$ cat config.mk
export PLATFORM = sky130hd
export DESIGN_NAME = shift_exec_stage
export DESIGN_NICKNAME = d
export VERILOG_FILES = /design/src/rtl/shift_pkg.sv /design/src/rtl/barrel_shift_left.sv /design/src/rtl/barrel_shift_right_arith.sv /design/src/rtl/shift_exec_stage.sv /design/src/rtl/shift_flag_logic.sv /design/src/rtl/shifter32.sv
export VERILOG_INCLUDE_DIRS = /design/src /design/src/include
export SDC_FILE = /design/constraint.sdc
export NUM_CORES = 1
export LEC_CHECK = 0
export BUFFER_PORTS_ARGS = -buffer_cell sky130_fd_sc_hd__buf_2
export CAP_MARGIN = 40
export CORE_MARGIN = 4
export CORE_UTILIZATION = 55
export CTS_BUF_LIST = sky130_fd_sc_hd__clkbuf_4 sky130_fd_sc_hd__clkbuf_8 sky130_fd_sc_hd__clkbuf_16
export CTS_CLUSTER_DIAMETER = 80
export DETAILED_ROUTE_END_ITERATION = 7
export HOLD_SLACK_MARGIN = 0.03
export PLACE_DENSITY_LB_ADDON = 0.12
export SLEW_MARGIN = 25
export SYNTH_ARGS = -nofsm -noshare
export SYNTH_HDL_FRONTEND = slang
export SYNTH_SLANG_ARGS = --single-unit
$ cat constraint.sdc
create_clock -name clk -period 5.75 [get_ports clk]
set_clock_uncertainty 0.2 [all_clocks]
set_input_delay 1.15 -clock clk [delete_from_list [all_inputs] [get_ports clk]]
set_output_delay 1.15 -clock clk [all_outputs]
set_load 0.05 [all_outputs]
$ cat src/include/shift_unit_consts.svh
//------------------------------------------------------------
// Width, count and flag position constants for the shifter
// Reset value of the architectural flags register
//------------------------------------------------------------
`ifndef SHIFT_UNIT_CONSTS_SVH
`define SHIFT_UNIT_CONSTS_SVH

// Operand and result width
`define SHIFT_DATA_W 32

// Only the low count bits take part in the shift
`define SHIFT_CNT_W 5

// Bit positions inside the flags word
`define FLAG_CF 0
`define FLAG_PF 2
`define FLAG_AF 4
`define FLAG_ZF 6
`define FLAG_SF 7
`define FLAG_DF 10
`define FLAG_OF 11

// Reserved bit 1 always reads as one
`define EFLAGS_RESET 32'h0000_0002

`endif

$ cat src/rtl/shift_pkg.sv
//------------------------------------------------------------
// Shift direction type and flags word views
//------------------------------------------------------------
`include "shift_unit_consts.svh"

package shift_pkg;

	// Direction select, matches the opcode bit from decode
	typedef enum logic {
		SHIFT_LEFT  = 1'b0,
		SHIFT_RIGHT = 1'b1
	} shift_dir_t;

	// Named view of the flags word, MSB first
	typedef struct packed {
		logic [19:0] rsvd_31_12;
		logic        of;
		logic        df;
		// TF and IF are not touched by this unit
		logic [1:0]  rsvd_9_8;
		logic        sf;
		logic        zf;
		logic        rsvd_5;
		logic        af;
		logic        rsvd_3;
		logic        pf;
		logic        rsvd_1;
		logic        cf;
	} eflags_bits_t;

	// Same word seen raw for the masked merge, or by flag name
	typedef union packed {
		logic [`SHIFT_DATA_W-1:0] raw;
		eflags_bits_t             bits;
	} eflags_u;

endpackage

$ cat src/rtl/barrel_shift_left.sv
//------------------------------------------------------------
// Logarithmic left shifter with carry out
//------------------------------------------------------------
`timescale 1ns/1ps
`include "shift_unit_consts.svh"

module barrel_shift_left (
	input  logic [`SHIFT_DATA_W-1:0] value,
	input  logic [`SHIFT_CNT_W-1:0]  amount,
	output logic [`SHIFT_DATA_W-1:0] shifted,
	output logic                     carry
);

	// One extra bit on top catches the last bit shifted out
	logic [`SHIFT_DATA_W:0] stage [0:`SHIFT_CNT_W];

	// Carry slot starts empty
	assign stage[0] = {1'b0, value};

	//------------------------------------------------------------
	// Five conditional stages, 1 2 4 8 16
	//------------------------------------------------------------
	genvar i;
	generate
		for (i = 0; i < `SHIFT_CNT_W; i++) begin : g_stage
			localparam int STEP = 1 << i;

			// Zeros enter from the bottom
			// bits above the carry slot fall off
			assign stage[i+1] = amount[i] ?
				{stage[i][`SHIFT_DATA_W-STEP:0], {STEP{1'b0}}} :
				stage[i];
		end
	endgenerate

	// Top slot now holds value bit (32 - amount)
	// and stays 0 for a zero amount
	assign carry   = stage[`SHIFT_CNT_W][`SHIFT_DATA_W];
	assign shifted = stage[`SHIFT_CNT_W][`SHIFT_DATA_W-1:0];

endmodule

$ cat src/rtl/barrel_shift_right_arith.sv
//------------------------------------------------------------
// Logarithmic arithmetic right shifter with carry out
//------------------------------------------------------------
`timescale 1ns/1ps
`include "shift_unit_consts.svh"

module barrel_shift_right_arith (
	input  logic [`SHIFT_DATA_W-1:0] value,
	input  logic [`SHIFT_CNT_W-1:0]  amount,
	output logic [`SHIFT_DATA_W-1:0] shifted,
	output logic                     carry
);

	// Extra bit below bit 0 catches the last bit shifted out
	logic [`SHIFT_DATA_W:0] stage [0:`SHIFT_CNT_W];

	assign stage[0] = {value, 1'b0};

	//------------------------------------------------------------
	// Five conditional stages with sign fill
	//------------------------------------------------------------
	genvar i;
	generate
		for (i = 0; i < `SHIFT_CNT_W; i++) begin : g_stage
			localparam int STEP = 1 << i;

			// Top bit is still the original sign at every stage
			assign stage[i+1] = amount[i] ?
				{{STEP{stage[i][`SHIFT_DATA_W]}}, stage[i][`SHIFT_DATA_W:STEP]} :
				stage[i];
		end
	endgenerate

	// Low slot holds value bit (amount - 1)
	// zero amount leaves the initial 0 there
	assign carry   = stage[`SHIFT_CNT_W][0];
	assign shifted = stage[`SHIFT_CNT_W][`SHIFT_DATA_W:1];

endmodule

$ cat src/rtl/shift_exec_stage.sv
//------------------------------------------------------------
// Execute stage shift unit top with result register
// Architectural flags register with masked merge
//------------------------------------------------------------
`timescale 1ns/1ps
`include "shift_unit_consts.svh"

module shift_exec_stage
	import shift_pkg::*;
(
	input  logic                     clk,
	input  logic                     reset,
	input  logic                     in_valid,
	input  shift_dir_t               shift_dir,
	input  logic [`SHIFT_DATA_W-1:0] operand,
	input  logic [`SHIFT_DATA_W-1:0] count,
	output logic                     out_valid,
	output logic [`SHIFT_DATA_W-1:0] shift_result,
	output logic [`SHIFT_DATA_W-1:0] eflags
);

	logic [`SHIFT_DATA_W-1:0] core_result;
	eflags_u                  core_flags;
	logic [`SHIFT_DATA_W-1:0] core_mask;
	logic [`SHIFT_DATA_W-1:0] eflags_merged;

	// Shift core, no state
	shifter32 u_core (
		.shift_dir    (shift_dir),
		.operand      (operand),
		.count        (count),
		.shift_result (core_result),
		.shift_flags  (core_flags),
		.flag_mask    (core_mask)
	);

	// Masked bits take the new value, the rest keep the old one
	assign eflags_merged = (eflags & ~core_mask) | (core_flags.raw & core_mask);

	//------------------------------------------------------------
	// Output and flags registers, one cycle latency
	//------------------------------------------------------------
	always_ff @(posedge clk) begin
		if (reset) begin
			out_valid    <= 1'b0;
			shift_result <= '0;
			eflags       <= `EFLAGS_RESET;
		end else begin
			out_valid <= in_valid;
			if (in_valid) begin
				shift_result <= core_result;
				eflags       <= eflags_merged;
			end
		end
	end

	//------------------------------------------------------------
	// Timing checks
	//------------------------------------------------------------
	// Fixed one cycle latency, no bubbles and no extra outputs
	a_valid_follows: assert property (@(posedge clk) disable iff (reset)
		in_valid |=> out_valid);
	a_no_spurious: assert property (@(posedge clk) disable iff (reset)
		!in_valid |=> !out_valid);

	// Reserved bit 1 survives every merge
	a_rsvd_bit1: assert property (@(posedge clk) disable iff (reset)
		eflags[1]);

	// Flags only move on a strobe
	a_flags_hold: assert property (@(posedge clk) disable iff (reset)
		!in_valid |=> $stable(eflags));

endmodule

$ cat src/rtl/shift_flag_logic.sv
//------------------------------------------------------------
// Flag values and flag write mask for SAL and SAR
//------------------------------------------------------------
`timescale 1ns/1ps
`include "shift_unit_consts.svh"

module shift_flag_logic
	import shift_pkg::*;
(
	input  shift_dir_t               dir,
	input  logic [`SHIFT_CNT_W-1:0]  amount,
	input  logic [`SHIFT_DATA_W-1:0] result,
	input  logic                     carry,
	output eflags_u                  flags,
	output logic [`SHIFT_DATA_W-1:0] mask
);

	// Flags a nonzero shift is allowed to write
	logic [`SHIFT_DATA_W-1:0] writable;
	// Mask seen through the named flags layout
	eflags_u                  mask_view;

	//------------------------------------------------------------
	// Flag values
	//------------------------------------------------------------
	always_comb begin
		flags.raw     = '0;
		flags.bits.cf = carry;
		// Parity is even parity of the low byte only
		flags.bits.pf = ~^result[7:0];
		// AF undefined for shifts, written as 0
		flags.bits.af = 1'b0;
		flags.bits.zf = (result == '0);
		flags.bits.sf = result[`SHIFT_DATA_W-1];
		flags.bits.df = 1'b0;
		// SAR by one always clears OF
		if (dir == SHIFT_LEFT)
			flags.bits.of = result[`SHIFT_DATA_W-1] ^ carry;
		else
			flags.bits.of = 1'b0;
	end

	//------------------------------------------------------------
	// Write mask
	//------------------------------------------------------------
	always_comb begin
		writable           = '0;
		writable[`FLAG_CF] = 1'b1;
		writable[`FLAG_PF] = 1'b1;
		writable[`FLAG_AF] = 1'b1;
		writable[`FLAG_ZF] = 1'b1;
		writable[`FLAG_SF] = 1'b1;
		// OF only defined for a count of one
		writable[`FLAG_OF] = (amount == `SHIFT_CNT_W'd1);
		// Zero count leaves every flag alone
		mask = (amount == '0) ? '0 : writable;
	end

	assign mask_view.raw = mask;

	// DF and reserved positions must never reach the flags register
	// Bit positions are checked against the named layout of the word
	always_comb begin
		assert ((mask_view.bits.df == 1'b0) && (mask_view.bits.rsvd_31_12 == '0) &&
			(mask_view.bits.rsvd_9_8 == '0) && (mask_view.bits.rsvd_5 == 1'b0) &&
			(mask_view.bits.rsvd_3 == 1'b0) && (mask_view.bits.rsvd_1 == 1'b0))
			else $error("flag mask writes DF or a reserved bit, mask %h", mask);
	end

endmodule

$ cat src/rtl/shifter32.sv
//------------------------------------------------------------
// Combinational SAL / SAR core with flag generation
//------------------------------------------------------------
`timescale 1ns/1ps
`include "shift_unit_consts.svh"

module shifter32
	import shift_pkg::*;
(
	input  shift_dir_t               shift_dir,
	input  logic [`SHIFT_DATA_W-1:0] operand,
	input  logic [`SHIFT_DATA_W-1:0] count,
	output logic [`SHIFT_DATA_W-1:0] shift_result,
	output eflags_u                  shift_flags,
	output logic [`SHIFT_DATA_W-1:0] flag_mask
);

	// x86 masks the count to five bits
	logic [`SHIFT_CNT_W-1:0]  amount;
	logic [`SHIFT_DATA_W-1:0] left_result;
	logic [`SHIFT_DATA_W-1:0] right_result;
	logic                     left_carry;
	logic                     right_carry;
	logic                     sel_carry;

	assign amount = count[`SHIFT_CNT_W-1:0];

	//------------------------------------------------------------
	// Both directions run in parallel
	//------------------------------------------------------------
	barrel_shift_left u_sal (
		.value   (operand),
		.amount  (amount),
		.shifted (left_result),
		.carry   (left_carry)
	);

	barrel_shift_right_arith u_sar (
		.value   (operand),
		.amount  (amount),
		.shifted (right_result),
		.carry   (right_carry)
	);

	// Direction pick, one flag block after the select
	assign shift_result = (shift_dir == SHIFT_RIGHT) ? right_result : left_result;
	assign sel_carry    = (shift_dir == SHIFT_RIGHT) ? right_carry : left_carry;

	shift_flag_logic u_flags (
		.dir    (shift_dir),
		.amount (amount),
		.result (shift_result),
		.carry  (sel_carry),
		.flags  (shift_flags),
		.mask   (flag_mask)
	);

endmodule

**After elaboration in Yosys (flattened, before gate mapping)**

Cells that the tools add are included.

- Flip-flop bits (word level): 65
- Bits in latches: 0
- RAM bits: 0
- ROM bits: 0
- Output and inout bits: 65
- Memories kept: 0

- Add/subtract/negate cells: 0
- $mul: 0
- Divide/modulo/power cells: 0
- Magnitude comparators: 0
- Equal/unequal tests: 1
- Shift-type cells: 0
- Multiplexer cells: 14
- Bitwise gates (word level): 5
- Reductions and logical operators: 3

Operators by type and width:

| cell | count |
|---|---|
| two-way mux 32 bit | 6 |
| two-way mux 33 bit | 5 |
| bitwise AND 12 x 32 -> 32 bit | 1 |
| bitwise AND 32 bit | 1 |
| logical NOT 32 bit | 1 |
| NOT 32 bit | 1 |
| OR 32 bit | 1 |
| two-way mux 12 bit | 1 |
| XNOR reduction 8 bit | 1 |
| == test 5 x 1 -> 1 bit, second input constant | 1 |
| logical NOT 5 bit | 1 |
| two-way mux 1 bit | 2 |
| bitwise XOR 1 bit | 1 |

**Logic depth before layout (Yosys ltp)**

- Depth after elaboration: 10
- Mapped depth: 17
- Depth with buffers taken out: 12

**Modules after synthesis**

Synthesis repeated with hierarchy kept, for this count alone.

- Cell total of the unflattened synthesis: 841
- Area total of the unflattened synthesis: 8084.0 µm²

Modules (own cells, without submodules):

| module | times used | cells each | area each (µm²) | sequential area each (µm²) |
|---|---|---|---|---|
| shift_exec_stage | 1 | 243 | 2538.7 | 1301.2 |
| barrel_shift_right_arith | 1 | 259 | 2334.7 | 0.0 |
| barrel_shift_left | 1 | 211 | 2003.2 | 0.0 |
| shift_flag_logic | 1 | 91 | 651.9 | 0.0 |
| shifter32 | 1 | 37 | 555.5 | 0.0 |

**Worst setup path after synthesis**

No wires, ideal clock.

- Kind: input to register
- Start point: in count[0]
- End point: reg with a tool-made name
- Arrival time: 4.138 ns
- Required time: 5.466 ns
- Path slack: 1.327 ns
- Stages: 12
- Buffers on the path: 2
- Cells stage by stage: buf_2 -> buf_1 -> mux4_2 -> mux4_2 -> a21oi_1 -> o22a_1 -> ha_1 -> nand4_1 -> nor3_1 -> nand3_1 -> or4_1 -> o31ai_2

RTL lines:

| element | line | text |
|---|---|---|
| start: declaration | shift_exec_stage.sv:16 | `` input logic [`SHIFT_DATA_W-1:0] count, `` |

==> impl_metrics.csv <==
group,metric,value,unit
clocking,cts_buffer_depth,2,
logic_synthesis,netlist_instances,727,
worst_setup_path,r2r-start,"shift_result[10]",
worst_setup_path,reg2reg_slack,4.79,ns
finish,drive_gt1_frac,0.310,
route,ant_nets,0,
placed_design,dpl-instance-area,6690,um^2
logic_synthesis,synth_area,6470,um^2
worst_setup_path,cp-start-kind,"input port",
logic_synthesis,synth_area_per_cell,8.90,um^2
clocking,htreeDepth,2,
floorplan,core-area,11500,um^2
route,route.final.wire_length,23.4,mm
grt,grt_use_total,0.345,
floorplan,start_util,0.565,
worst_setup_path,path_class,"input port to flop",
worst_setup_path,timing.rr.end,"shift_result[10]",
finish,area_growth,6.20,%
floorplan,dieWidth,116,um
sta,tns,0,ns
floorplan,rows,39,
route,drt-initial-drc-count,749,
route,avgViaCountPerCell,7.24,
grt,grt_start_max_net_pins,48,
sta,worst_pin_slew,0.790,ns
grt,grt.overflow.total,0,
logic_synthesis,ys_seq_elements,39,
finish,stdcell_area,6880,um^2
sta,fmax,206,MHz
route,post-route-drc-count,0,
sta,hold_viol,0,
logic_synthesis,yosys-top-cells-area,"mux4_2, dfxtp_1, mux2i_1, mux2_2, nand2_1",
sta,maxSlewViolCount,0,
finish,antenna_cells,0,
logic_synthesis,async_flop_share,0,
worst_hold_path,worstHoldStart,"eflags[4]",
logic_synthesis,yosysTopAreaCell,"mux4_2",
route,vias,6434,
clocking,clock-sinks,39,
placed_design,dp_hpwl,17.5,mm
outcome,status,"finished, final reports clean",
job,drv_cap,0,
clocking,ctsHoldBuffers,0,
logic_synthesis,synth_edf_count,0,
logic_synthesis,yosys.area.top_type_share,0.247,
sta,slew_headroom,0.474,
finish,seq_area,781,um^2
route,wl_per_cell,26.3,um
finish,multiInputGateArea,5100,um^2
logic_synthesis,synth_ff_type,"dfxtp_1",
floorplan,ioPinCount,133,
logic_synthesis,yosysSeqAreaShare,0.121,
sta,fin_crit_sh,0.846,
worst_hold_path,min_to,"eflags[4]",
clocking,cts_tree,"done",
floorplan,fp.dieH,116,um
sta,period_minus_slack,4.87,ns
route,drt_pass1_iterations,6,
clocking,postCtsSetupRepairBufs,0,
finish,fillers,1022,
worst_setup_path,end_kind,"flop",
worst_setup_path,worst-path-max-fanout,46,
power,cellPowerDensity,194,nW/um^2
placed_design,gp_congestion,1.06,
logic_synthesis,ys_top_cells_by_count,"mux4_2, nand2_1, nor2_1",
worst_setup_path,worstRegToRegCells,3,
floorplan,dieArea,13600,um^2
sta,rsz0062_at_grt,"false",
worst_hold_path,hold_class,"flop to flop",
logic_synthesis,ys.warnings.count,0,
grt,grt_pass1_vias,6022,
power,leakagePower,2.72,nW
grt,antenna_found_initial,0,
clocking,numCtsBuffers,5,
logic_synthesis,yosysUniqueCellTypes,71,
grt,grt_first_pass_wirelength,35.4,mm
finish,layout.nets,817,
clocking,clk_pin_slew,0.06,ns
power,ir_drop,0.329,mV
worst_setup_path,worstPathRequired,5.75,ns
clocking,cts-resized-gates,0,
sta,final-setup-viol-count,0,
placed_design,portBuffers,79,
worst_setup_path,critPathArrivalTime,4.87,ns
worst_hold_path,hold_path_depth,1,
clocking,clock_latency,0.28,ns
clocking,ctsRootBufferMaster,"clkbuf_16",
-- metrics by stage --
stage | hold slack (ns) | total power (W) | instances | setup WS, ns | utilization
5_1_grt | 0.280 | 0.00139 | 889 | 0.647 | 0.600
4_1_cts | 0.263 | 0.00132 | 888 | 0.864 | 0.598
2_1_floorplan | 0.490 | 0.000845 | 751 | 1.33 | -
3_5_place_dp | 0.244 | 0.00101 | 880 | 0.574 | 0.583
3_3_place_gp | 0.239 | 0.00100 | 880 | 0.647 | 0.583
6_report | 0.261 | 0.00133 | 889 | 0.884 | 0.600
-- worst max path at each step --
stage                         from  endpoint  slack [ns]  depth (start not counted)
after floorplan           count[0]      flop        1.33                         12
after CTS                 count[1]      flop        0.86                         13
after global routing      count[1]      flop        0.65                         13
final                     count[1]      flop        0.88                         13
after detailed placement  count[1]      flop        0.57                         13
after global placement    count[1]      flop        0.65                         14
-- critical path: stages --
cell	delay, ns
buf_4	0.52
buf_4	0.39
mux4_2	0.61
nand2_1	0.10
a31oi_1	0.14
a221oi_1	0.36
a21o_1	0.18
ha_1	0.16
nand4_1	0.09
nor3_1	0.26
nand3_1	0.12
or4_1	0.53
o31ai_2	0.22
-- kinds of logic after synthesis --
| family | count (synthesis) | synth area share |
|---|---|---|
| DFF | 39 | 0.121 |
| adders and majority gates | 4 | 0.00773 |
| buffers and inverters | 124 | 0.106 |
| other | 2 | 0.00116 |
| muxes | 158 | 0.408 |
| xor gates and xnor gates | 3 | 0.00406 |
| and+or+nand+nor | 224 | 0.159 |
| AOI/OAI and AO/OA | 173 | 0.194 |
-- power breakdown --
part           switching [W]  internal, W
Sequential         0.0000100     0.000292
Clock               0.000107     0.000204
Combinational       0.000459     0.000260
-- placed cells by master, fill, tap and decap left out, drive strengths merged, types with 4 or more instances in the layout --
cell	n
mux2	31
a221oi	4
conb	26
nand2	71
a21oi	23
o21a	5
and2	8
o211ai	14
a211oi	21
o21ai	21
o22a	5
ha	4
clkbuf	5
nand3	12
a22oi	8
and3	8
o31ai	6
nor3	15
or2	6
o22ai	16
mux4	79
nor2b	10
nor2	68
dfxtp	39
a31oi	10
nand2b	12
buf	103
mux2i	48
a311oi	5
o221ai	5
inv	8
-- per-layer routing --
metal  global-route usage  part of all wire
met1                0.473              0.39
met2                0.520              0.45
met5                    0                 0
met3               0.0689              0.12
met4                0.170             0.051
-- final cells by class --
class	instances	area share
clock buffers	5	0.0182
well taps	143	0.0260
multi-input cells	588	0.742
inverters	8	0.00437
repair buffers	103	0.0899
flip-flops and latches	39	0.114
clock inverters	3	0.00637
Power figures use the tool's default switching activity.
